[src/common/soc_dev_pkg.sv]
// ~~~~~~~~~~~~~~~~~~~~~~~~~~~~~~
// Peripheral register map, status bits and UART FSM states
// Imported by the peripheral registers, the UART and the top level
// ~~~~~~~~~~~~~~~~~~~~~~~~~~~~~~

package soc_dev_pkg;

    // Data byte of UART, display and key codes
    typedef logic [7:0] byte_t;

    // Device pages inside region 2
    //   0x2000_1xxx display
    //   0x2000_2xxx UART data and status
    //   0x2000_5xxx PS/2 key FIFO status and code
    //   0x2000_6xxx SD card SPI pins
    localparam logic [3:0] PAGE_DISPLAY = 4'h1;
    localparam logic [3:0] PAGE_UART    = 4'h2;
    localparam logic [3:0] PAGE_KBD     = 4'h5;
    localparam logic [3:0] PAGE_SD      = 4'h6;

    // Register offsets within a page
    localparam logic [11:0] OFS_DATA   = 12'h000;
    localparam logic [11:0] OFS_STATUS = 12'h004;

    // UART status word
    localparam int UART_BUSY_BIT  = 0;
    localparam int UART_VALID_BIT = 1;

    // SD card register, write side
    localparam int SD_MOSI_BIT = 0;
    localparam int SD_CS_BIT   = 1;
    localparam int SD_SCLK_BIT = 2;

    // Shared by the transmitter and the receiver
    typedef enum logic [1:0] {
        UART_IDLE,
        UART_START,
        UART_DATA,
        UART_STOP
    } uart_state_e;

endpackage

[src/uart/uart_core.sv]
// ~~~~~~~~~~~~~~~~~~~~~~~~~~~~~~
// 8-N-1 UART with busy and valid flags
// Bit period is FREQ_HZ / BAUDS clock cycles
// ~~~~~~~~~~~~~~~~~~~~~~~~~~~~~~
`timescale 1ns/1ps

module uart_core #(
    parameter int FREQ_HZ = 12_000_000,
    parameter int BAUDS   = 115_200
) (
    input  logic               clk,
    input  logic               reset_i,
    input  logic               wr_i,
    input  logic               rd_i,
    input  soc_dev_pkg::byte_t tx_data_i,
    input  logic               rx_i,
    output logic               tx_o,
    output soc_dev_pkg::byte_t rx_data_o,
    output logic               busy_o,
    output logic               valid_o
);
    import soc_dev_pkg::*;

    localparam int DIV   = FREQ_HZ / BAUDS;
    localparam int CNT_W = $clog2(DIV);

    localparam logic [CNT_W-1:0] FULL_BIT = CNT_W'(DIV - 1);
    localparam logic [CNT_W-1:0] HALF_BIT = CNT_W'(DIV / 2 - 1);

    // Transmitter
    uart_state_e      tx_state;
    logic [CNT_W-1:0] tx_cnt;
    logic [2:0]       tx_bit;
    byte_t            tx_shift;
    logic             tx_tick;

    // Receiver
    logic             rx_meta;
    logic             rx_sync;
    uart_state_e      rx_state;
    logic [CNT_W-1:0] rx_cnt;
    logic [2:0]       rx_bit;
    byte_t            rx_shift;
    logic             rx_tick;

    assign tx_tick = tx_cnt == FULL_BIT;
    assign busy_o  = tx_state != UART_IDLE;

    always_ff @(posedge clk) begin
        if (reset_i) begin
            tx_state <= UART_IDLE;
            tx_cnt   <= '0;
            tx_bit   <= '0;
        end else begin
            tx_cnt <= (tx_state == UART_IDLE || tx_tick) ? '0 : tx_cnt + 1'b1;
            case (tx_state)
                UART_IDLE: begin
                    if (wr_i) begin
                        tx_state <= UART_START;
                    end
                end
                UART_START: begin
                    if (tx_tick) begin
                        tx_bit   <= '0;
                        tx_state <= UART_DATA;
                    end
                end
                UART_DATA: begin
                    if (tx_tick) begin
                        tx_bit <= tx_bit + 1'b1;
                        if (tx_bit == 3'd7) begin
                            tx_state <= UART_STOP;
                        end
                    end
                end
                default: begin
                    if (tx_tick) begin
                        tx_state <= UART_IDLE;
                    end
                end
            endcase
        end
    end

    // LSB goes out first
    always_ff @(posedge clk) begin
        if (tx_state == UART_IDLE && wr_i) begin
            tx_shift <= tx_data_i;
        end else if (tx_state == UART_DATA && tx_tick) begin
            tx_shift <= tx_shift >> 1;
        end
    end

    always_comb begin
        case (tx_state)
            UART_START: tx_o = 1'b0;
            UART_DATA:  tx_o = tx_shift[0];
            default:    tx_o = 1'b1;
        endcase
    end

    // Half a bit after the start edge, then one bit per sample
    assign rx_tick = (rx_state == UART_START) ? (rx_cnt == HALF_BIT) : (rx_cnt == FULL_BIT);

    always_ff @(posedge clk) begin
        if (reset_i) begin
            rx_meta  <= 1'b1;
            rx_sync  <= 1'b1;
            rx_state <= UART_IDLE;
            rx_cnt   <= '0;
            rx_bit   <= '0;
            valid_o  <= 1'b0;
        end else begin
            rx_meta <= rx_i;
            rx_sync <= rx_meta;
            rx_cnt  <= (rx_state == UART_IDLE || rx_tick) ? '0 : rx_cnt + 1'b1;
            if (rd_i) begin
                valid_o <= 1'b0;
            end
            case (rx_state)
                UART_IDLE: begin
                    if (!rx_sync) begin
                        rx_state <= UART_START;
                    end
                end
                UART_START: begin
                    // A glitch shorter than half a bit is ignored
                    if (rx_tick) begin
                        rx_bit   <= '0;
                        rx_state <= rx_sync ? UART_IDLE : UART_DATA;
                    end
                end
                UART_DATA: begin
                    if (rx_tick) begin
                        rx_bit <= rx_bit + 1'b1;
                        if (rx_bit == 3'd7) begin
                            rx_state <= UART_STOP;
                        end
                    end
                end
                default: begin
                    if (rx_tick) begin
                        rx_state <= UART_IDLE;
                        if (rx_sync) begin
                            valid_o <= 1'b1;
                        end
                    end
                end
            endcase
        end
    end

    always_ff @(posedge clk) begin
        if (rx_state == UART_DATA && rx_tick) begin
            rx_shift <= {rx_sync, rx_shift[7:1]};
        end
        // Framing errors leave the last good byte in place
        if (rx_state == UART_STOP && rx_tick && rx_sync) begin
            rx_data_o <= rx_shift;
        end
    end

endmodule

[config.mk]
export PLATFORM = sky130hd
export DESIGN_NAME = uart_core
export DESIGN_NICKNAME = d
export VERILOG_FILES = /design/src/common/soc_dev_pkg.sv /design/src/uart/uart_core.sv
export SDC_FILE = /design/constraint.sdc
export NUM_CORES = 1
export LEC_CHECK = 0
export BUFFER_PORTS_ARGS = -buffer_cell sky130_fd_sc_hd__buf_2
export CORE_MARGIN = 5
export CORE_UTILIZATION = 35
export CTS_BUF_LIST = sky130_fd_sc_hd__clkbuf_4
export DETAILED_ROUTE_END_ITERATION = 8
export SETUP_SLACK_MARGIN = 0.4
export SLEW_MARGIN = 5
export SYNTH_ARGS = -nofsm -noshare
export SYNTH_HDL_FRONTEND = slang
export SYNTH_SLANG_ARGS = --single-unit
[constraint.sdc]
create_clock -name clk -period 4 [get_ports clk]
set_input_delay 0 -clock clk [delete_from_list [all_inputs] [get_ports clk]]
set_output_delay 0 -clock clk [all_outputs]
set_load 0.02 [all_outputs]
==> results.txt <==
- The flow ran to the end, and the final reports show no timing, DRC or antenna violations.
- In this run the clock root is driven by a sky130_fd_sc_hd__clkbuf_4.
- Proportion of power drawn by the clock network: a little over a quarter
* Top-area cell type share of the netlist area: 32.5%
- Peak clock frequency supported by timing: about 0.46 GHz
* Critical path's largest stage delay: 0.59 ns
- 24 I/O pins were placed.
- Post-route clock skew: about 0.013 ns
- Once placement finished, the instance area stood at 0.00240 mm2.
* Total routing resource utilization after global routing: 9.95%
* Unrepaired setup endpoints after global routing: no
- Input and output buffers added on the ports amount to 23.
- Summing the areas of all xor and xnor instances in the mapped netlist gives between 3 and 4% of the synthesized area.
- In this run the core area contains 29 standard-cell rows.
- After global routing the overflow that remains totals 0.
- The worst setup path is captured at a register.
- Cells fill 41.5% of the core in the end.
* Post-CTS resize count: 0
- Dominant combinational cell family by area after synthesis: simple AND/OR/NAND/NOR gates
- Of the cells placed in the final design, the portion with a size suffix greater than 1 is about 25%.
- Worst min path class: in -> reg
- Dominant synthesized flop cell: sky130_fd_sc_hd__dfxtp_1
- During synthesis, Yosys emitted a total of 0 warnings.
- Main area contributors after synthesis: sky130_fd_sc_hd__edfxtp_1, sky130_fd_sc_hd__dfxtp_1, sky130_fd_sc_hd__ha_1
* Async S/R FF share, synth: 0%
- Total die area: 0.00804 mm2
* TritonCTS clock tree: yes
- Wire length of the first global-routing pass: 6140 um
* DRT Wirelength: 3620 um
- Setup Viol. Count Final: 0
* Fill cell total of the finished layout: 611
* Detailed placement HPWL: 2580 um
- Avg Inst Size Synth: 12.2 um2
- The floorplan step set the die height to between 80 and 90 um.
- CP Class: reg -> reg
- Post-synthesis instance area: 0.00222 mm2
- Antenna violations before repair: 0
- Comb pwr share: 18.6%
* Net Sw Power: roughly 290 uW
* Critical path startpoint category: register
- In this run, CTS created clock tree buffers numbering 5.
- The number of nets handed over by synthesis was 205.
* Number of flip-flops and latches in the synthesized netlist: 51
- Maximum number of pins on one net before global-route repair: 19
- The repair_antennas step left the layout with diodes totalling 0.
- The detailed router finished its first iteration with 47 violations.
- In the final timing run, aggregate negative setup slack is 0 ns.
- The floorplan step defined a core boundary enclosing 0.00628 mm2.
* Worst path arrival time: 2.20 ns
* Final count of hold timing violations: 0
- Residual DRC count: 0
- Area fraction in compound gates after synthesis: 9.35%
- Synthesis-to-layout area growth: 17.4%
- Worst-case clock buffer depth: 2
- Dividing the detail-routed via count by the number of cells gives 4.84.
* Most area-hungry cell type in the Yosys netlist: sky130_fd_sc_hd__edfxtp_1
* Endpoint required time on the critical path: 4.01 ns
- Yosys mapped the design onto 47 distinct sky130hd cell types.
- Clock-pin slew of the registers on the worst-case setup and hold paths: 0.14 ns
* MaxCap Viol Count: 0
- The synthesized netlist devotes 5.63% of its cell area to adder and majority cells.
- Pins over their slew limit: 0
* Worst hold slack: 0.153 ns
- Count of nets after finishing: 241
* Horizontal extent of the die: approximately 90 um
- Via count of the first global-routing pass: between 1k and 1.5k
- Summing the areas of all and, or, nand and nor instances in the mapped netlist gives 17.4% of the synthesized area.
* Relative contribution of sequential cells to total power: 54.8%
* Mean routed wirelength per cell: ~12 um
- Gate count after technology mapping: 182
* Sequential cell area fraction in the yosys report: 56.8%
- With fillers left out, the area of the finished cells amounts to 0.00261 mm2.
- Vias: about 1.4k
- CTS H-Tree Depth: 2
- Of all nets on the critical path, the largest fanout is 13.
- Slew of the pin with the lowest slew margin: between 1 and 1.5 ns
- CP Cell Sequence: and2b_4 > o22ai_4 > nand3_4 > nor2_1
* Buffers & Inverters on Critical Path: 0
- The count of nets left with antenna violations once routing finished came out at 0.
- Sink Count: 51
- Worst-case register-to-register setup slack: 1.81 ns
* Clock latency on the worst-skew pair: roughly 0.37 ns
* Crit-path leading delay family: simple AND/OR/NAND/NOR gates
- The internal power of the cells totals 835 uW.
- The analysis attributes to cell leakage a power of 0.000950 uW.
- Among all stages on the critical path, the largest delay is contributed by sky130_fd_sc_hd__nor2_1.
- In this run switching power makes up 25.6% of total power.
* Final critical-path required period: around 2.2 ns
* Worst vdd ir: 194 uV
- Multiplexer fraction of the synthesized cell area: 4.68%
- The worst pin sits at a relative slew slack of 27.7%.
* Number of enable-type register cells in the synthesized netlist: 24
- The congestion estimate from routability-driven global placement came to 0.759.
* Power per unit of standard cell area: between 400 and 500 mW/mm2
- Share of the clock period used by the worst path after layout: 54.8%
- Before antenna repair, the detailed router went through 4 iterations.
* Initial Util: 35.4%
state kept, by name, summed over array words and instances (netlist names), 2 cells and up:
register   cells
tx_bit         3
rx_cnt         7
rx_data_o      8
tx_cnt         7
tx_shift       8
rx_state       2
tx_state       2
rx_shift       8
rx_bit         3
metrics by stage:
stage | power, uW | cells | setup WS, ns
2_1_floorplan | 776 | 182 | 2.19
4_1_cts | 1140 | 296 | 1.75
6_report | 1120 | 296 | 1.81
3_3_place_gp | 828 | 276 | 1.89
3_5_place_dp | 830 | 276 | 1.78
5_1_grt | 1190 | 296 | 1.68
cell families (layout without fill, tap and decap cells):
family                   count (synthesis)  in the layout
AO/OA/AOI/OAI                           23             23
XOR/XNOR                                10             10
adder cells (fa/ha/maj)                 10             10
buffers and inverters                   12             49
flip-flops                              51             51
multiplexers                             9              9
AND/OR/NAND/NOR                         67             67
metal layers:
layer / global-route usage, % / wire [um]
met1: 11.9 / 1720
met2: 16.0 / 1630
met3: 3.19 / 188
met4: 5.01 / 85
met5: 0 / 0
Yosys cell counts, types with 4 or more instances:
library cell,number
sky130_fd_sc_hd__dfxtp_1,27
sky130_fd_sc_hd__nor2_1,25
sky130_fd_sc_hd__edfxtp_1,24
sky130_fd_sc_hd__ha_1,10
sky130_fd_sc_hd__nand3_1,10
sky130_fd_sc_hd__nand2_1,9
sky130_fd_sc_hd__mux2_2,7
sky130_fd_sc_hd__inv_1,6
sky130_fd_sc_hd__xnor2_1,6
sky130_fd_sc_hd__o21ai_0,5
sky130_fd_sc_hd__clkbuf_1,4
sky130_fd_sc_hd__xor2_1,4
final timing paths:
| check | cells after the start | end | start |
|---|---|---|---|
| worst min-delay path | 4 | tx_state[1] | wr_i |
| worst max register to register | 4 | rx_data_o[2] | rx_state[1] |
| worst max-delay path | 4 | rx_data_o[2] | rx_state[1] |
| worst min register to register | 1 | rx_sync | rx_meta |
repair_timing:
item                                   in CTS  in global routing
endpoints found under the hold margin      11                  0
hold buffers                               12                  0
setup buffers                               0                  0
power by group through the flow:
stage	clock network (uW)	logic, uW	registers (uW)
3_3_place_gp	0	201	626
6_report	299	209	615
4_1_cts	312	214	615
2_1_floorplan	0	157	619
3_5_place_dp	0	203	627
5_1_grt	329	239	620
cell type report:
class / instances / area [um2] / share of cell area, %
clock buffer: 7 / 52.6 / 2.02
clock inverter: 1 / 30.0 / 1.15
inverter: 6 / 22.5 / 0.864
multi-input combinational: 119 / 910 / 34.9
sequential: 51 / 1260 / 48.4
tap: 77 / 96.3 / 3.69
timing repair buffer: 35 / 235 / 9.02
worst min-delay path, stage by stage:
cell,delay [ns]
sky130_fd_sc_hd__buf_2,0.10
sky130_fd_sc_hd__nand3b_1,0.12
sky130_fd_sc_hd__o31ai_4,0.09
sky130_fd_sc_hd__a41o_1,0.16
cell usage in the layout (no fill, tap or decap), types with 2 or more instances in the layout:
cell and count:
sky130_fd_sc_hd__dlygate4sd3_1 12, sky130_fd_sc_hd__and3_1 2, sky130_fd_sc_hd__nor2_1 25, sky130_fd_sc_hd__or2_2 2, sky130_fd_sc_hd__o21ai_0 5, sky130_fd_sc_hd__edfxtp_1 24, sky130_fd_sc_hd__nor3_1 3, sky130_fd_sc_hd__dfxtp_1 27
sky130_fd_sc_hd__ha_1 10, sky130_fd_sc_hd__xor2_1 4, sky130_fd_sc_hd__buf_2 23, sky130_fd_sc_hd__clkbuf_4 7, sky130_fd_sc_hd__nand4_1 2, sky130_fd_sc_hd__inv_1 6, sky130_fd_sc_hd__nand3_1 10, sky130_fd_sc_hd__a31oi_1 3
sky130_fd_sc_hd__mux2_2 7, sky130_fd_sc_hd__nand2_1 9, sky130_fd_sc_hd__nor2b_1 3, sky130_fd_sc_hd__xnor2_1 6, sky130_fd_sc_hd__a22oi_1 2
Power figures use the tool's default switching activity.
