$ cat src/common/soc_bus_pkg.sv
// ~~~~~~~~~~~~~~~~~~~~~~~~~~~~~~
// Processor bus widths and region codes
// Imported by the decoder, the word RAM and the top level
// ~~~~~~~~~~~~~~~~~~~~~~~~~~~~~~

package soc_bus_pkg;

    // Byte address as issued by the processor
    typedef logic [31:0] addr_t;

    // One data word on the bus
    typedef logic [31:0] word_t;

    // One enable per byte lane
    typedef logic [3:0] wr_mask_t;

    // Top address nibble picks the region
    typedef logic [3:0] region_t;

    // Region 0 held the boot ROM and now counts as unmapped
    localparam region_t REGION_RAM    = 4'h1;
    localparam region_t REGION_PERIPH = 4'h2;

    // Inside region 2, address bits 15..12 pick a device page
    typedef logic [3:0] page_t;

    // Byte offset within one 4 kB page
    typedef logic [11:0] offset_t;

endpackage

$ cat src/logic/bus_decoder.sv
// ~~~~~~~~~~~~~~~~~~~~~~~~~~~~~~
// Region decode and acknowledge for the processor bus
// Halts for good on a select to an unmapped region
// ~~~~~~~~~~~~~~~~~~~~~~~~~~~~~~
`timescale 1ns/1ps

module bus_decoder (
    input  logic               clk,
    input  logic               reset_i,
    input  logic               sel_i,
    input  soc_bus_pkg::addr_t addr_i,
    input  logic               we_i,
    input  logic               ram_ack_i,
    input  soc_bus_pkg::word_t ram_rdata_i,
    input  soc_bus_pkg::word_t periph_rdata_i,
    output logic               ram_sel_o,
    output logic               periph_wr_o,
    output logic               periph_rd_o,
    output soc_bus_pkg::word_t rdata_o,
    output logic               ack_o,
    output logic               halt_o
);
    import soc_bus_pkg::*;

    region_t region;
    logic    active;
    logic    dev_sel;
    logic    unmapped;
    logic    dev_ack;

    assign region = addr_i[31:28];

    // Nothing gets through once halted
    assign active   = sel_i && !halt_o;
    assign dev_sel  = active && (region == REGION_PERIPH);
    assign unmapped = (region != REGION_RAM) && (region != REGION_PERIPH);

    assign ram_sel_o = active && (region == REGION_RAM);

    // Device strobes only in the first cycle, before the ack
    assign periph_wr_o = dev_sel && !dev_ack && we_i;
    assign periph_rd_o = dev_sel && !dev_ack && !we_i;

    always_ff @(posedge clk) begin
        if (reset_i) begin
            dev_ack <= 1'b0;
            halt_o  <= 1'b0;
        end else begin
            // Select stays up during the ack cycle, so no second ack
            dev_ack <= dev_sel && !dev_ack;
            if (active && unmapped) begin
                halt_o <= 1'b1;
            end
        end
    end

    assign ack_o = ram_ack_i || dev_ack;

    // Peripheral data is combinational and valid while the ack is high
    assign rdata_o = (region == REGION_RAM) ? ram_rdata_i : periph_rdata_i;

endmodule

$ cat config.mk
export PLATFORM = sky130hd
export DESIGN_NAME = bus_decoder
export DESIGN_NICKNAME = d
export VERILOG_FILES = /design/src/common/soc_bus_pkg.sv /design/src/logic/bus_decoder.sv
export SDC_FILE = /design/constraint.sdc
export NUM_CORES = 1
export LEC_CHECK = 0
export BUFFER_PORTS_ARGS = -buffer_cell sky130_fd_sc_hd__buf_2
export CAP_MARGIN = 20
export CORE_ASPECT_RATIO = 0.9
export CORE_MARGIN = 10
export CORE_UTILIZATION = 21
export CTS_CLUSTER_SIZE = 25
export DETAILED_ROUTE_END_ITERATION = 6
export PLACE_DENSITY = 0.83
export REMOVE_ABC_BUFFERS = 1
export SLEW_MARGIN = 20
export SYNTH_ARGS = -nofsm -noshare
export SYNTH_HDL_FRONTEND = slang
export SYNTH_SLANG_ARGS = --single-unit
$ cat constraint.sdc
create_clock -name clk -period 1.6 [get_ports clk]
set_input_delay 0.24 -clock clk [delete_from_list [all_inputs] [get_ports clk]]
set_output_delay 0.24 -clock clk [all_outputs]
set_load 0.03 [all_outputs]
==> results.json, run 1 <==
{
  "grt_pass1_wl_um": 4580,
  "netlist_area_um2": 536,
  "fin_crit_ns": 1.66,
  "detail_route.iter0.violations": 22,
  "hold_ws_ns": 0.202,
  "ys_ff_latch": 2,
  "cts-root-buf": "clkbuf_4",
  "die_area_um2": 4970,
  "synth_cells": 50,
  "clock_skew_ns": 0.000884,
  "antenna_found_initial": 0,
  "outcome": "complete, but fails checks",
  "leakage_nw": 0.752,
  "routed_wl_um": 3220,
  "swShare": 0.399,
  "violations": "setup timing",
  "portBuffers": 109,
  "pin_count": 138,
  "yosysWarnings": 0,
  "overflow": 0,
  "vdd_drop_max_mv": 0.355,
  "synth_top_area_cell": "mux2_2",
  "critPathMaxFanout": 21,
  "setup_viol": 33,
  "final.setup.worst_slack_ns": -0.0641,
  "dpl.cell_count": 188,
  "worst_pin_slew_ns": 0.246,
  "die_h_um": 67.9,
  "comb_power_share": 0.722,
  "synth_area_leaders": "mux2_2 (63%), dfxtp_1 (7.5%), buf_6 (6.3%), nor4b_4 (4.4%), mux2_1 (4.2%)",
  "numCtsBuffers": 3,
  "antenna_cells": 0,
  "required_ns": 1.36,
  "rsz0062_at_grt": "true",
  "power_frac_seq": 0.094,
  "end_kind": "output port",
  "crit_path_top_delay_cell": "mux2_2",
  "grt_pass1_vias": 1029,
  "slowest_delay_ns": 0.36,
  "place_congestion": 0.754,
  "wl_per_cell_um": 16.5,
  "maxSlewHeadroom": 0.835,
  "max_freq_mhz": 601,
  "p_clk_frac": 0.184,
  "via_per_inst": 4.50,
  "ys_seq_area_frac": 0.0748,
  "finalHoldViolations": 0,
  "core_um2": 2450,
  "track_usage": 0.113,
  "dp_hpwl_um": 2570,
  "clk_pin_slew_ns": 0.03,
  "intPower_mw": 0.353,
  "critPathArrivalTime_ns": 1.42,
  "drive_gt1_frac": 0.934,
  "fp.dieW_um": 73.2,
  "min_period_over_period": 1.04,
  "cts_sinks": 2,
  "cts_hold_buf": 0,
  "antenna_left": 0,
  "final_cell_mix": "buf_2 (72), buf_4 (27), mux2_2 (19)",
  "cap_violations": 0,
  "crit_type": "in -> out",
  "h-tree-depth": 1,
  "start_util": 0.219,
  "synth_top_area_frac": 0.631,
  "worstSkewPairLatency_ns": 0.22,
  "clockBufferDepth": 2,
  "cp-start-kind": "input pin",
  "final_max_slew_viol_count": 0,
  "r2r_slack_ns": 0.62,
  "dr.pass1.iters": 4,
  "route.vias.total": 878,
  "p_switching_mw": 0.234,
  "cts_tree": "built",
  "final_common_cell": "buf_2",
  "crit_chain": "buf_8 > nor4b_4 > buf_6 > mux2_2 > buf_4",
  "area_growth_pct": 160,
  "grt_max_degree": 22,
  "avgSynthCellArea_um2": 10.7,
  "ys_types": 14,
  "drc_errors": 0,
  "final_nets": 270,
  "rows": 17,
  "stdcell_count": 195,
  "powerDensity_nw_per_um2": 423,
  "hp-class": "in -> reg"
}
## cell type report
| type | count | area, µm² |
|---|---|---|
| clock buffers | 3 | 22.5 |
| flip-flops and latches | 2 | 40.0 |
| repair buffers | 117 | 773 |
| inverters | 1 | 3.75 |
| fillers | 225 | 1060 |
| well taps | 28 | 35.0 |
| multi-input cells | 44 | 515 |
## registers in the layout (all words and copies together) (netlist names)
signal   cells
halt_o       1
dev_ack      1
## cell usage after synthesis
cell type	number
buf_6	3
nor2_1	1
a211oi_1	1
mux2_1	2
nor4b_4	1
or2_2	1
and3b_1	1
or4b_1	1
or3b_2	1
mux2_2	30
dfxtp_1	2
nor3_1	4
inv_1	1
xor2_1	1
## power groups by stage
stage / logic, mW / clock network, mW / registers [mW]
2_1_floorplan: 0.192 / 0 / 0.0593
3_3_place_gp: 0.344 / 0 / 0.0556
3_5_place_dp: 0.348 / 0 / 0.0555
4_1_cts: 0.415 / 0.113 / 0.0551
5_1_grt: 0.452 / 0.126 / 0.0556
6_report: 0.424 / 0.108 / 0.0552
## routing by layer
layer	track usage	routed length (µm)
met1	0.109	1070
met2	0.201	1720
met3	0.0694	413
met4	0.0308	27
met5	0	0
## kinds of logic after synthesis
| group | count (synthesis) | synth area share |
|---|---|---|
| muxes | 32 | 0.673 |
| and+or+nand+nor | 10 | 0.152 |
| buffers and inverters | 4 | 0.0701 |
| DFF | 2 | 0.0748 |
| AOI/OAI and AO/OA | 1 | 0.0140 |
| xor gates and xnor gates | 1 | 0.0164 |
## timing repair
item                                    CTS  global route
endpoints found under the setup margin   34            34
gates cloned                              1             0
pin swaps                                 1             1
buffers inserted                          2             1
resized for setup                        61            11
## per-stage QoR
stage	setup slack, ns	total power [mW]	util	cell area, µm²	setup TNS (ns)
after global placement	-0.146	0.400	0.455	1110	-3.46
after floorplan	-0.575	0.251	-	502	-19.17
after global routing	-0.116	0.634	0.568	1390	-3.23
final	-0.0641	0.588	0.568	1390	-1.76
after detailed placement	-0.158	0.404	0.455	1110	-3.80
after CTS	-0.0753	0.582	0.548	1340	-1.85
## worst max-delay path: cells and delay by family
family / cells / cell delay (ns)
multiplexers: 1 / 0.36
AND/OR/NAND/NOR: 1 / 0.30
buffers and inverters: 3 / 0.52
## worst paths after layout
| check | to | cells after the start | start |
|---|---|---|---|
| setup / recovery | rdata_o[24] | 5 | addr_i[31] |
| hold / removal | halt_o | 2 | reset_i |
| setup reg to reg | dev_ack | 2 | halt_o |
| hold reg to reg | halt_o | 2 | halt_o |
Power figures use the tool's default switching activity.
==> run 2, diff against run 1 <==
--- a/config.mk
+++ b/config.mk
@@ -9,10 +9,10 @@
 export CAP_MARGIN = 20
 export CORE_ASPECT_RATIO = 0.9
 export CORE_MARGIN = 10
-export CORE_UTILIZATION = 21
+export CORE_UTILIZATION = 23
 export CTS_CLUSTER_SIZE = 25
 export DETAILED_ROUTE_END_ITERATION = 6
-export PLACE_DENSITY = 0.83
+export PLACE_DENSITY = 0.9
 export REMOVE_ABC_BUFFERS = 1
 export SLEW_MARGIN = 20
 export SYNTH_ARGS = -nofsm -noshare
==> constraint.sdc (replaced) <==
create_clock -name clk -period 2.1 [get_ports clk]
set_input_delay 0.315 -clock clk [delete_from_list [all_inputs] [get_ports clk]]
set_output_delay 0.315 -clock clk [all_outputs]
set_load 0.03 [all_outputs]
==> results.json, run 2 (synthesized netlist as in run 1, its figures left out) <==
{
  "final_max_slew_viol_count": 0,
  "final_common_cell": "buf_2",
  "clock_skew_ns": 0.00272,
  "start_util": 0.243,
  "dp_hpwl_um": 2600,
  "worstSkewPairLatency_ns": 0.22,
  "die_h_um": 65.8,
  "final_core_util": 0.508,
  "maxSlewHeadroom": 0.856,
  "critical_path_cell_count": 5,
  "cts_tree": "built",
  "routed_wl_um": 2770,
  "cts-root-buf": "clkbuf_4",
  "drc_errors": 0,
  "max_freq_mhz": 534,
  "cp-start-kind": "input pin",
  "wl_per_cell_um": 14.8,
  "place_ws_ns": 0.214,
  "cts_hold_buf": 0,
  "pin_count": 138,
  "cts_sinks": 2,
  "vdd_drop_max_mv": 0.176,
  "rsz0062_at_grt": "false",
  "end_kind": "output port",
  "placed_area_um2": 1100,
  "die_area_um2": 4660,
  "hp-class": "in -> reg",
  "r2r-end": "dev_ack",
  "final.setup.worst_slack_ns": 0.226,
  "core_um2": 2200,
  "critPathCapture": "rdata_o[26]",
  "drt-met1-wl_um": 863,
  "antenna_found_initial": 0,
  "grt_pass1_wl_um": 4110,
  "final_area_um2": 1120,
  "min_period_over_period": 0.892,
  "clk_pin_slew_ns": 0.03,
  "top_layer_used": "met4",
  "place_congestion": 0.688,
  "numCtsBuffers": 3,
  "critPathArrivalTime_ns": 1.56,
  "detail_route.iter0.violations": 6,
  "worst-r2r-cell-count": 2,
  "antenna_left": 0,
  "rows": 16,
  "tns_ns": 0,
  "timing.rr.start": "halt_o",
  "outcome": "finished clean",
  "required_ns": 1.78,
  "finalPower_mw": 0.385,
  "critPathMaxFanout": 18,
  "reg_top3": "dev_ack x1, halt_o x1",
  "crit_path_top_delay_cell": "mux2_2",
  "h-tree-depth": 1,
  "cap_violations": 0,
  "crit_top_cell": "buf_2",
  "final_nets": 264,
  "powerDensity_nw_per_um2": 344,
  "overflow": 0,
  "post_cts_resized": 0,
  "dpl.cell_count": 185,
  "cts_setup_buffers": 0,
  "setup_viol": 0,
  "slowest_delay_ns": 0.36,
  "hold_ws_ns": 0.273,
  "drive_gt1_frac": 0.913,
  "track_usage": 0.106,
  "cp_top_family": "buffers and inverters",
  "wl_met3_um": 447,
  "finalHoldViolations": 0,
  "path_buf_inv": 3,
  "crit_chain": "buf_2 > nor4b_4 > buf_4 > mux2_2 > buf_2",
  "grt_pass1_vias": 946,
  "portBuffers": 109,
  "clockBufferDepth": 2,
  "route.vias.total": 825,
  "fin_crit_ns": 1.87,
  "dr.pass1.iters": 2,
  "area_growth_pct": 109,
  "route.met2.wl_um": 1440,
  "crit_type": "in -> out",
  "antenna_cells": 0,
  "via_per_inst": 4.39,
  "worst_pin_slew_ns": 0.215,
  "stdcell_count": 188,
  "grt_max_degree": 19,
  "fp.dieW_um": 70.9,
  "r2r_slack_ns": 1.04,
  "leakage_nw": 0.630,
  "cp-startpoint": "addr_i[29]",
  "final_cell_mix": "buf_2 (109), mux2_2 (30), nor3_1 (4)"
}
run 2: cell count changes in the layout (fill, tap and decap cells not counted), sizes merged:
cell  before  now
buf      117  111
run 2: how the worst min path moves through the flow:
stage          startpoint       to  slack [ns]  depth (start not counted)
3_3_place_gp      reset_i   halt_o        0.49                          2
6_report          reset_i   halt_o        0.27                          2
2_1_floorplan     reset_i   halt_o        0.39                          1
5_1_grt           reset_i  dev_ack        0.27                          2
4_1_cts           reset_i  dev_ack        0.26                          2
3_5_place_dp      reset_i   halt_o        0.50                          2
run 2: power breakdown:
| group | leakage [nW] | internal [mW] | switching [mW] |
|---|---|---|---|
| sequential | 0.0164 | 0.0401 | 0.00165 |
| combinational | 0.600 | 0.115 | 0.144 |
| clock | 0.0138 | 0.0629 | 0.0209 |
| total | 0.630 | 0.218 | 0.167 |
run 2: final cells by class:
cell class,count,area (µm²)
fillers,224,1080
flip-flops and latches,2,40.0
multi-input cells,44,458
inverters,1,3.75
well taps,27,33.8
clock buffers,3,22.5
repair buffers,111,561
run 2: per-layer routing:
metal  vias to the layer above  track usage
li1                        414            -
met1                       355       0.0778
met2                        54        0.203
met3                         2       0.0781
met4                         0       0.0435
met5                         -            0
==> run 3, diff against run 2 <==
--- a/config.mk
+++ b/config.mk
@@ -12,6 +12,7 @@
 export CORE_UTILIZATION = 23
 export CTS_CLUSTER_SIZE = 25
 export DETAILED_ROUTE_END_ITERATION = 6
+export GPL_TIMING_DRIVEN = 0
 export PLACE_DENSITY = 0.9
 export REMOVE_ABC_BUFFERS = 1
 export SLEW_MARGIN = 20
==> results.json, run 3 (synthesized netlist as in run 1, its figures left out) <==
{
  "outcome": "finished clean",
  "drive_gt1_frac": 0.914,
  "rsz0062_at_grt": "false",
  "via_per_inst": 4.36,
  "antenna_left": 0,
  "pin_count": 138,
  "finalPower_mw": 0.389,
  "core_um2": 2200,
  "route.vias.total": 829,
  "powerDensity_nw_per_um2": 342,
  "area_growth_pct": 112,
  "wl_per_cell_um": 15.4,
  "worst_pin_slew_ns": 0.220,
  "grt_max_degree": 15,
  "start_util": 0.243,
  "final_max_slew_viol_count": 0,
  "antenna_found_initial": 0,
  "post_cts_resized": 0,
  "max_freq_mhz": 528,
  "n_fill_cell": 223,
  "cp-start-kind": "input pin",
  "detail_route.iter0.violations": 17,
  "hold_ws_ns": 0.277,
  "required_ns": 1.78,
  "final_core_util": 0.516,
  "place_ws_ns": -0.00800,
  "min_period_over_period": 0.902,
  "tns_ns": 0,
  "track_usage": 0.114,
  "die_h_um": 65.8,
  "place_congestion": 0.705,
  "cts_hold_buf": 0,
  "dp_hpwl_um": 2670,
  "hp-class": "in -> reg",
  "setup_viol": 0,
  "maxSlewHeadroom": 0.853,
  "final_cell_mix": "buf_2 (109), mux2_2 (30), nor3_1 (4)",
  "numCtsBuffers": 3,
  "routed_wl_um": 2930,
  "seq_area_um2": 40.0,
  "reg_top3": "dev_ack x1, halt_o x1",
  "clock_skew_ns": 0.000346,
  "grt_pass1_wl_um": 4460,
  "vdd_drop_max_mv": 0.357,
  "drc_errors": 0,
  "cts-root-buf": "clkbuf_4",
  "final_common_cell": "buf_2",
  "final_nets": 266,
  "critPathArrivalTime_ns": 1.58,
  "antenna_cells": 0,
  "fin_crit_ns": 1.89,
  "rows": 16,
  "cts_tree": "built",
  "die_area_um2": 4660,
  "clockBufferDepth": 2,
  "final.setup.worst_slack_ns": 0.206,
  "multi_input_area_um2": 458,
  "grt_pass1_vias": 1001,
  "overflow": 0,
  "fp.dieW_um": 70.9,
  "cap_violations": 0,
  "finalHoldViolations": 0,
  "portBuffers": 109,
  "h-tree-depth": 1,
  "end_kind": "output port",
  "worstSkewPairLatency_ns": 0.22,
  "cts_sinks": 2,
  "crit_type": "in -> out",
  "critPathMaxFanout": 14,
  "leakage_nw": 0.641,
  "clk_pin_slew_ns": 0.03,
  "dr.pass1.iters": 2
}
[run 3: cell count changes in the layout (fill, tap and decap cells not counted), sizes merged]
cell	before	now
buf	111	113
[run 3: through the flow]
stage | instance area [µm²] | cells
after floorplan | 502 | 47
after global placement | 1080 | 183
after detailed placement | 1100 | 185
after CTS | 1140 | 190
after global routing | 1140 | 190
final | 1140 | 190
[run 3: worst max-delay path: stages]
cell	delay (ns)
buf_2	0.12
nor4b_4	0.29
buf_4	0.17
buf_6	0.16
mux2_2	0.34
buf_2	0.18
[run 3: final timing paths]
path                            slack [ns]          end        from  cells after the start
worst min-delay path                  0.28       halt_o     reset_i                      2
worst min register to register        0.54      dev_ack     dev_ack                      2
worst max-delay path                  0.21  rdata_o[17]  addr_i[30]                      6
worst max register to register        1.03      dev_ack      halt_o                      2
[run 3: cell type report]
| class | count | area share |
|---|---|---|
| inverters | 1 | 0.00330 |
| repair buffers | 113 | 0.509 |
| multi-input cells | 44 | 0.403 |
| clock buffers | 3 | 0.0198 |
| well taps | 27 | 0.0297 |
| flip-flops and latches | 2 | 0.0352 |
[run 3: power breakdown]
part           total, mW  internal [mW]  switching [mW]
logic              0.262          0.117           0.146
clock network     0.0847         0.0630          0.0217
registers         0.0419         0.0401         0.00176
[run 3: repair_timing]
| item | 4_1_cts | 5_1_grt |
|---|---|---|
| setup buffers | 2 | 0 |
| endpoints found under the setup margin | 4 | 0 |
| endpoints found under the hold margin | 0 | 0 |
[run 3: metal layers]
layer / up-vias / wire length (µm) / global-route usage / part of all wire
met2: 54 / 1520 / 0.226 / 0.52
met3: 0 / 435 / 0.0826 / 0.15
met4: 0 / 0 / 0.0145 / 0
met5: - / 0 / 0 / 0
met1: 358 / 973 / 0.0914 / 0.33
li1: 417 / - / - / -
