**config.mk**
```make
export PLATFORM = sky130hd
export DESIGN_NAME = periph_regs
export DESIGN_NICKNAME = d
export VERILOG_FILES = /design/src/common/soc_bus_pkg.sv /design/src/common/soc_dev_pkg.sv /design/src/logic/periph_regs.sv
export SDC_FILE = /design/constraint.sdc
export NUM_CORES = 1
export LEC_CHECK = 0
export ABC_AREA = 1
export ABC_CLOCK_PERIOD_IN_PS = 2500
export BUFFER_PORTS_ARGS = -buffer_cell sky130_fd_sc_hd__clkbuf_2
export CORE_UTILIZATION = 35
export DETAILED_ROUTE_END_ITERATION = 6
export PLACE_DENSITY = 0.53
export SYNTH_ARGS = -nofsm -noshare
export SYNTH_HDL_FRONTEND = slang
export SYNTH_SLANG_ARGS = --single-unit
```
**constraint.sdc**
```tcl
create_clock -name clk -period 2.5 [get_ports clk]
set_clock_uncertainty 0.15 [all_clocks]
set_input_delay 0.125 -clock clk [delete_from_list [all_inputs] [get_ports clk]]
set_output_delay 0.125 -clock clk [all_outputs]
set_load 0.01 [all_outputs]
```
**src/common/soc_bus_pkg.sv**
```systemverilog
// ~~~~~~~~~~~~~~~~~~~~~~~~~~~~~~
// Processor bus widths and region codes
// Imported by the decoder, the word RAM and the top level
// ~~~~~~~~~~~~~~~~~~~~~~~~~~~~~~

package soc_bus_pkg;

    // Byte address as issued by the processor
    typedef logic [31:0] addr_t;

    // One data word on the bus
    typedef logic [31:0] word_t;

    // One enable per byte lane
    typedef logic [3:0] wr_mask_t;

    // Top address nibble picks the region
    typedef logic [3:0] region_t;

    // Region 0 held the boot ROM and now counts as unmapped
    localparam region_t REGION_RAM    = 4'h1;
    localparam region_t REGION_PERIPH = 4'h2;

    // Inside region 2, address bits 15..12 pick a device page
    typedef logic [3:0] page_t;

    // Byte offset within one 4 kB page
    typedef logic [11:0] offset_t;

endpackage

```
**src/common/soc_dev_pkg.sv**
```systemverilog
// ~~~~~~~~~~~~~~~~~~~~~~~~~~~~~~
// Peripheral register map, status bits and UART FSM states
// Imported by the peripheral registers, the UART and the top level
// ~~~~~~~~~~~~~~~~~~~~~~~~~~~~~~

package soc_dev_pkg;

    // Data byte of UART, display and key codes
    typedef logic [7:0] byte_t;

    // Device pages inside region 2
    //   0x2000_1xxx display
    //   0x2000_2xxx UART data and status
    //   0x2000_5xxx PS/2 key FIFO status and code
    //   0x2000_6xxx SD card SPI pins
    localparam logic [3:0] PAGE_DISPLAY = 4'h1;
    localparam logic [3:0] PAGE_UART    = 4'h2;
    localparam logic [3:0] PAGE_KBD     = 4'h5;
    localparam logic [3:0] PAGE_SD      = 4'h6;

    // Register offsets within a page
    localparam logic [11:0] OFS_DATA   = 12'h000;
    localparam logic [11:0] OFS_STATUS = 12'h004;

    // UART status word
    localparam int UART_BUSY_BIT  = 0;
    localparam int UART_VALID_BIT = 1;

    // SD card register, write side
    localparam int SD_MOSI_BIT = 0;
    localparam int SD_CS_BIT   = 1;
    localparam int SD_SCLK_BIT = 2;

    // Shared by the transmitter and the receiver
    typedef enum logic [1:0] {
        UART_IDLE,
        UART_START,
        UART_DATA,
        UART_STOP
    } uart_state_e;

endpackage

```
**src/logic/periph_regs.sv**
```systemverilog
// ~~~~~~~~~~~~~~~~~~~~~~~~~~~~~~
// Region 2 registers for display, UART, PS/2 key FIFO and SD card pins
// Write and read strobes come from the bus decoder
// ~~~~~~~~~~~~~~~~~~~~~~~~~~~~~~
`timescale 1ns/1ps

module periph_regs #(
    parameter int KBD_FIFO_ADDR_BITS = 5
) (
    input  logic               clk,
    input  logic               reset_i,
    input  logic               wr_i,
    input  logic               rd_i,
    input  soc_bus_pkg::addr_t addr_i,
    input  soc_bus_pkg::word_t wdata_i,
    output soc_bus_pkg::word_t rdata_o,
    output soc_dev_pkg::byte_t display_o,
    output logic               uart_wr_o,
    output logic               uart_rd_o,
    output soc_dev_pkg::byte_t uart_tx_data_o,
    input  soc_dev_pkg::byte_t uart_rx_data_i,
    input  logic               uart_busy_i,
    input  logic               uart_valid_i,
    input  soc_dev_pkg::byte_t kbd_code_i,
    input  logic               kbd_strobe_i,
    output logic               sd_csn_o,
    output logic               sd_sclk_o,
    output logic               sd_mosi_o,
    input  logic               sd_miso_i
);
    import soc_bus_pkg::*;
    import soc_dev_pkg::*;

    localparam int AW        = KBD_FIFO_ADDR_BITS;
    localparam int KBD_DEPTH = 2 ** AW;

    page_t   page;
    offset_t offset;
    logic    uart_data_wr;
    logic    kbd_deq_req;

    // Pointers carry one extra wrap bit
    byte_t       kbd_mem [KBD_DEPTH];
    logic [AW:0] kbd_wr_ptr;
    logic [AW:0] kbd_rd_ptr;
    logic        kbd_empty;
    logic        kbd_full;
    logic        kbd_push;
    byte_t       kbd_in_r;
    logic        kbd_deq;
    byte_t       kbd_code_r;

    assign page   = addr_i[15:12];
    assign offset = addr_i[11:0];

    assign uart_data_wr = wr_i && (page == PAGE_UART) && (offset == OFS_DATA);
    assign kbd_deq_req  = wr_i && (page == PAGE_KBD) && (offset == OFS_DATA);

    assign kbd_empty = kbd_wr_ptr == kbd_rd_ptr;
    assign kbd_full  = (kbd_wr_ptr[AW] != kbd_rd_ptr[AW]) &&
                       (kbd_wr_ptr[AW-1:0] == kbd_rd_ptr[AW-1:0]);

    always_ff @(posedge clk) begin
        if (reset_i) begin
            display_o  <= '0;
            sd_sclk_o  <= 1'b0;
            sd_csn_o   <= 1'b1;
            sd_mosi_o  <= 1'b0;
            uart_wr_o  <= 1'b0;
            uart_rd_o  <= 1'b0;
            kbd_push   <= 1'b0;
            kbd_deq    <= 1'b0;
            kbd_wr_ptr <= '0;
            kbd_rd_ptr <= '0;
        end else begin
            uart_wr_o <= uart_data_wr;
            // Reading the data register consumes the received byte
            uart_rd_o <= rd_i && (page == PAGE_UART) && (offset == OFS_DATA);
            kbd_push  <= kbd_strobe_i;
            kbd_deq   <= kbd_deq_req && !kbd_empty;
            if (wr_i && page == PAGE_DISPLAY) begin
                display_o <= wdata_i[7:0];
            end
            if (wr_i && page == PAGE_SD && offset == OFS_DATA) begin
                sd_sclk_o <= wdata_i[SD_SCLK_BIT];
                sd_csn_o  <= ~wdata_i[SD_CS_BIT];
                sd_mosi_o <= wdata_i[SD_MOSI_BIT];
            end
            // Codes arriving while full are lost
            if (kbd_push && !kbd_full) begin
                kbd_wr_ptr <= kbd_wr_ptr + 1'b1;
            end
            if (kbd_deq) begin
                kbd_rd_ptr <= kbd_rd_ptr + 1'b1;
            end
        end
    end

    always_ff @(posedge clk) begin
        if (uart_data_wr) begin
            uart_tx_data_o <= wdata_i[7:0];
        end
        if (kbd_strobe_i) begin
            kbd_in_r <= kbd_code_i;
        end
        if (kbd_push && !kbd_full) begin
            kbd_mem[kbd_wr_ptr[AW-1:0]] <= kbd_in_r;
        end
        // Head of FIFO moves into the code latch as it pops
        if (kbd_deq) begin
            kbd_code_r <= kbd_mem[kbd_rd_ptr[AW-1:0]];
        end
    end

    always_comb begin
        rdata_o = '0;
        case (page)
            PAGE_UART: begin
                if (offset == OFS_DATA) begin
                    rdata_o[7:0] = uart_rx_data_i;
                end else if (offset == OFS_STATUS) begin
                    rdata_o[UART_BUSY_BIT]  = uart_busy_i;
                    rdata_o[UART_VALID_BIT] = uart_valid_i;
                end
            end
            PAGE_KBD: begin
                // Status bit 0 flags a waiting key code
                if (offset == OFS_DATA) begin
                    rdata_o[0] = !kbd_empty;
                end else if (offset == OFS_STATUS) begin
                    rdata_o[7:0] = kbd_code_r;
                end
            end
            PAGE_SD: begin
                if (offset == OFS_DATA) begin
                    rdata_o[0] = sd_miso_i;
                end
            end
            default: begin
                rdata_o = '0;
            end
        endcase
    end

endmodule

```
==> impl_metrics.tcl, run 1 <==
set metrics [dict create \
    status "complete, no violations" \
    h-tree-depth 2 \
    synth_cell_types 33 \
    syn2layout_area_growth_pct 17.8 \
    n_antenna_cell 0 \
    crit_chain "inv_2 -> nand2_1 -> nand2_1 -> nor2_2 -> nand3_1 -> nand2_1 -> nand2_1 -> nand2_1 -> nand2_1 -> clkbuf_2" \
    antenna_found_initial 0 \
    crit_slowest_cell "dfxtp_1" \
    holdPathStages 8 \
    end_kind "output pin" \
    cts_sinks 307 \
    synthCells 1270 \
    multi_input_area_sq_mm 0.00360 \
    vias 8926 \
    timing.setup.tns_ns 0 \
    pin_count 141 \
    rows 71 \
    nFillCells 3644 \
    gp_congestion 0.828 \
    initial_utilization 0.355 \
    cp_max_fo 8 \
    seq_area_sq_mm 0.00895 \
    synth_area_sq_mm 0.0133 \
    dieWidth_um 197 \
    avgSynthCellArea_sq_um 10.5 \
    rsz0062_at_grt "false" \
    dpl.hpwl_mm 19.3 \
    ys_warn_count 0 \
    cts_tree "yes" \
    period_minus_slack_ns 2.35 \
    drcViolationCount 0 \
    worst_ep_required_time_ns 2.23 \
    grt_max_degree 89 \
    cts_buffer_depth 3 \
    first_global_vias 8564 \
    routed_wl_mm 31.4 \
    cts_buffers 36 \
    ff2ff_path_depth 10 \
    grt_first_pass_wirelength_mm 48.4 \
    postCtsSetupRepairBufs 0 \
    via_per_inst 4.58 \
    clk_pin_slew_worst_paths_ns 0.05 \
    io_buffers 76 \
    arrival_ns 2.08 \
    critical-path-max-stage-delay_ns 0.52 \
    path_class "flip-flop to output pin" \
    vdd_drop_max_mv 0.418 \
    cts_root_buf "clkbuf_16" \
    p_per_area_mw_per_mm2 685 \
    final-hold-violation-count 0 \
    max_slew_margin 0.593 \
    grt_usage 0.163 \
    slew_violations 0 \
    leakage_nw 6.16 \
    start_kind "flip-flop" \
    maxCapViolCount 0 \
    first_pass_iters 5 \
    ys_seq_area_frac 0.673 \
    post-route-period-util 0.942 \
    wire_per_inst_um 16.1 \
    die_area_sq_mm 0.0388 \
    overflow 0 \
    synth_seq_cells 307 \
    nNetsFinal 1505 \
    core_sq_mm 0.0375 \
    path_common_cell "nand2_1" \
    ant_nets 0 \
    final_layout_size_suffix_gt1_frac 0.153 \
    drtIter0Drc 643 \
    hold_class "input port to flip-flop" \
    worstSkewPairLatency_ns 0.52 \
    total_power_mw 10.7 \
    timing.fmax_mhz 425 \
    finalSetupViolCount 0 \
    tightest_slew_ns 0.610 \
    fp.dieH_um 197 \
]
==> metrics by stage <==
| step | hold WS, ns | util | area (sq um) | instances | setup WS (ns) |
|---|---|---|---|---|---|
| after floorplan | 0.0530 | - | 13400 | 1293 | 0.473 |
| after global placement | 0.153 | 0.382 | 14300 | 1858 | 0.359 |
| after detailed placement | 0.154 | 0.382 | 14300 | 1858 | 0.364 |
| after CTS | 0.00608 | 0.418 | 15700 | 1951 | 0.159 |
| after global routing | 0.0981 | 0.418 | 15700 | 1951 | 0.000382 |
| final | 0.0232 | 0.418 | 15700 | 1951 | 0.146 |
==> final cells by class <==
cell class | instances | area share
clock inverters | 22 | 0.00831
flip-flops and latches | 307 | 0.572
clock buffers | 44 | 0.0594
inverters | 69 | 0.0173
repair buffers | 163 | 0.0727
multi-input cells | 835 | 0.230
well taps | 511 | 0.0408
==> cell usage after synthesis <==
cell,number,area (sq um)
inv_8,1,11.3
conb_1,1,3.75
edfxtp_1,280,8410
inv_1,55,206
o21ai_0,34,170
nor2_4,1,11.3
o211ai_1,2,15.0
buf_4,35,263
nand3_4,1,17.5
nor2_1,130,488
nand2_2,5,31.3
clkinv_1,2,7.51
inv_4,1,6.26
dfxtp_1,27,541
a21oi_2,4,35.0
buf_1,1,3.75
nor3_1,10,50.1
o21ai_1,1,5.00
buf_6,12,135
nand2_8,4,80.1
buf_2,26,130
nand4_1,6,37.5
nor2_2,5,31.3
a21oi_1,22,110
ha_1,5,62.6
xor2_1,2,17.5
clkbuf_1,8,30.0
inv_2,10,37.5
nand3b_1,1,7.51
nand2_1,446,1670
nand2_4,1,11.3
a31oi_1,1,6.26
nand3_1,130,651
==> flip-flops by register name, indices dropped and copies added (netlist names), 6 cells and up <==
signal          count
kbd_mem           256
display_o           8
kbd_code_r          8
kbd_in_r            8
uart_tx_data_o      8
kbd_rd_ptr          6
kbd_wr_ptr          6
==> report_power, final <==
| group | internal [mW] | switching [mW] |
|---|---|---|
| logic | 0.105 | 0.259 |
| clock network | 2.67 | 2.02 |
| registers | 5.66 | 0.0132 |
| total | 8.44 | 2.29 |
==> worst paths after layout <==
path / from / to / slack, ns
min: addr_i[5] / uart_wr_o$_SDFF_PP0_ / 0.02
min reg2reg: sd_sclk_o$_SDFFE_PP0P_ / sd_sclk_o$_SDFFE_PP0P_ / 0.33
max reg2reg: kbd_rd_ptr[0]$_SDFFE_PP0P_ / kbd_code_r[1]$_DFFE_PP_ / 0.36
max: kbd_wr_ptr[3]$_SDFFE_PP0P_ / rdata_o[0] / 0.15
==> cell usage in the layout (no fill, tap or decap), types with 2 or more instances in the layout <==
cell / instances
clkbuf_2: 76
a21oi_2: 4
o211ai_1: 2
xor2_1: 2
dfxtp_1: 25
nor2_1: 130
ha_1: 5
inv_4: 2
nand2_1: 446
inv_1: 55
clkbuf_1: 8
nor3_1: 10
nand4_1: 6
nor2_2: 5
clkinv_1: 10
buf_12: 3
inv_2: 9
buf_4: 57
nand2_2: 5
nand2_8: 4
conb_1: 24
clkbuf_16: 36
clkinv_2: 11
o21ai_0: 34
edfxtp_1: 280
nand3_1: 130
a21oi_1: 22
dlygate4sd3_1: 27
==> critical path: cells and delay by family (launching register included) <==
family,cells,cell delay (ns)
flip-flops,1,0.52
AND/OR/NAND/NOR,8,0.81
buffers and inverters,2,0.25
==> cell families after synthesis <==
kind of cell,count (synthesis),synth area share
AO/OA/AOI/OAI,64,0.0257
XOR/XNOR,2,0.00132
AND/OR/NAND/NOR,740,0.232
other,1,0.000282
adder cells (fa/ha/maj),5,0.00471
flip-flops,307,0.673
buffers and inverters,151,0.0625
==> repair_timing <==
action | 4_1_cts | 5_1_grt
endpoints found under the hold margin | 45 | 0
setup endpoints to repair | 0 | 1
hold buffers | 27 | 0
resized for setup | 0 | 2
==> metal layers <==
| metal | global-route usage | part of all wire | vias up |
|---|---|---|---|
| met2 | 0.258 | 0.45 | 272 |
| met1 | 0.230 | 0.47 | 4130 |
| met5 | 0 | 0 | - |
| met4 | 0.0477 | 0.020 | 0 |
| li1 | - | - | 4479 |
| met3 | 0.0272 | 0.059 | 45 |
No activity file was read; power rests on OpenSTA's default activity.
==> inputs of run 2 (changes only) <==
--- a/config.mk
+++ b/config.mk
@@ -8,9 +8,12 @@
 export ABC_AREA = 1
 export ABC_CLOCK_PERIOD_IN_PS = 2500
 export BUFFER_PORTS_ARGS = -buffer_cell sky130_fd_sc_hd__clkbuf_2
+export CORE_ASPECT_RATIO = 0.75
+export CORE_MARGIN = 8
 export CORE_UTILIZATION = 35
 export DETAILED_ROUTE_END_ITERATION = 6
 export PLACE_DENSITY = 0.53
+export SKIP_CTS_REPAIR_TIMING = 1
 export SYNTH_ARGS = -nofsm -noshare
 export SYNTH_HDL_FRONTEND = slang
 export SYNTH_SLANG_ARGS = --single-unit
==> run 2 against run 1 <==
  * The run now ends with negative hold slack left
  * Sequential share of layout area grew 1.3 points
  * Sequential cell count unchanged
  * Critical path depth is 2 lower
  * Critical path type is now flip-flop to flip-flop
  * Critical endpoint is now kbd_mem[12][6]$_DFFE_PP_
  * Highest routed layer unchanged
==> impl_metrics.tcl, run 2 (synthesized netlist as in run 1, its figures left out) <==
set metrics [dict create \
    grt_first_pass_wirelength_mm 49.5 \
    violations "negative hold slack" \
    wl_met1_mm 14.8 \
    postPlaceCellArea_sq_mm 0.0141 \
    stdcell_count 1907 \
    fp.dieH_um 185 \
    core_sq_mm 0.0372 \
    drcViolationCount 0 \
    rrSetupSlack_ns 0.19 \
    crit_slowest_cell "nor2_1" \
    dpl.hpwl_mm 20.8 \
    dieWidth_um 241 \
    hold_class "input port to flip-flop" \
    first_global_vias 8444 \
    layout_common_cells "nand2_1 (446), edfxtp_1 (280), nand3_1 (130)" \
    reg2reg_to "kbd_mem[12][6]$_DFFE_PP_" \
    final_layout_size_suffix_gt1_frac 0.133 \
    post-route-period-util 0.923 \
    min-delay-start "addr_i[2]" \
    rows 61 \
    timing.rr.start "kbd_wr_ptr[4]$_SDFFE_PP0P_" \
    worst_ep_required_time_ns 2.54 \
    tightest_slew_ns 0.802 \
    critical-path-max-stage-delay_ns 0.64 \
    antenna_found_initial 0 \
    first_pass_iters 5 \
    seq_area_sq_mm 0.00895 \
    start_kind "flip-flop" \
    grt_max_degree 121 \
    startpoint "kbd_wr_ptr[4]$_SDFFE_PP0P_" \
    clk_pin_slew_worst_paths_ns 0.06 \
    nNetsFinal 1472 \
    status "complete, but fails checks" \
    final-hold-violation-count 2 \
    multi_input_area_sq_mm 0.00360 \
    finalSetupViolCount 0 \
    worstSkewPairLatency_ns 0.56 \
    vias 9014 \
    end_kind "flip-flop" \
    cts_sinks 307 \
    vdd_drop_max_mv 0.457 \
    pin_count 141 \
    total_power_mw 10.4 \
    crit_chain "nand2_1 -> nand2_1 -> nor2_1 -> nand3_4 -> nand2_8 -> inv_8 -> nand2_8 -> nor2_1" \
    overflow 0 \
    via_per_inst 4.73 \
    topRoutingLayerUsed "met4" \
    dr_wl_met2_mm 15.3 \
    cts_tree "yes" \
    arrival_ns 2.34 \
    timing.fmax_mhz 433 \
    stdcell_area_sq_mm 0.0153 \
    layout_commonest_cell "nand2_1" \
    grt_usage 0.145 \
    leakage_nw 5.93 \
    wl_met3_mm 2.22 \
    crit_path_end "kbd_mem[12][6]$_DFFE_PP_" \
    largest_reg_flops 256 \
    cts_root_buf "clkbuf_16" \
    period_minus_slack_ns 2.31 \
    wire_per_inst_um 17.2 \
    nFillCells 3728 \
    slew_violations 0 \
    maxCapViolCount 0 \
    ff2ff_path_depth 8 \
    holdWs_ns -0.0265 \
    cp_max_fo 8 \
    drtIter0Drc 628 \
    p_per_area_mw_per_mm2 678 \
    routed_wl_mm 32.9 \
    rsz0062_at_grt "false" \
    gp_congestion 0.867 \
    max_slew_margin 0.463 \
    h-tree-depth 1 \
    cts_buffer_depth 3 \
    initial_utilization 0.357 \
    die_area_sq_mm 0.0445 \
    syn2layout_area_growth_pct 15.2 \
    timing.setup.tns_ns 0 \
    io_buffers 76 \
    path_class "flip-flop to flip-flop" \
    dp_cells 1825 \
    cts_buffers 30 \
    ant_nets 0 \
]
## run 2: area by class of cell
class,instances,share of cell area
multi-input combinational,835,0.235
tap,504,0.0412
sequential,307,0.584
timing repair buffer,136,0.0601
clock buffer,41,0.0531
inverter,69,0.0176
antenna,1,0.000163
clock inverter,14,0.00809
## run 2: power breakdown
group	internal, mW	leakage (nW)	switching, mW
registers	5.66	2.74	0.0166
clock network	2.48	0.460	1.88
logic	0.103	2.73	0.244
total	8.24	5.93	2.14
## run 2: worst min-delay path by stage
stage | to | cells after the start
after floorplan | kbd_deq$_SDFF_PP0_ | 1
after global placement | kbd_in_r[7]$_DFFE_PP_ | 1
after detailed placement | kbd_in_r[3]$_DFFE_PP_ | 1
after CTS | kbd_in_r[1]$_DFFE_PP_ | 1
after global routing | kbd_deq$_SDFF_PP0_ | 6
final | uart_wr_o$_SDFF_PP0_ | 6
## run 2: metrics by stage
step / worst slack [ns] / util / hold WS (ns)
detailed placement: 0.106 / 0.379 / 0.154
global placement: 0.137 / 0.379 / 0.153
global route: 0.0429 / 0.411 / 0.00856
finish: 0.192 / 0.411 / -0.0265
floorplan: 0.473 / - / 0.0530
CTS: 0.104 / 0.404 / -0.433
## run 2: layer usage
| layer | global-route usage | vias to the layer above |
|---|---|---|
| met3 | 0.0233 | 38 |
| met1 | 0.206 | 4344 |
| met2 | 0.233 | 222 |
| li1 | - | 4410 |
| met4 | 0.0275 | 0 |
| met5 | 0 | - |
## run 2: critical path: cells and delay by family, from the launching register on
family	cells	cell delay, ns
simple gates	7	1.24
flops	1	0.43
buf+inv	1	0.13
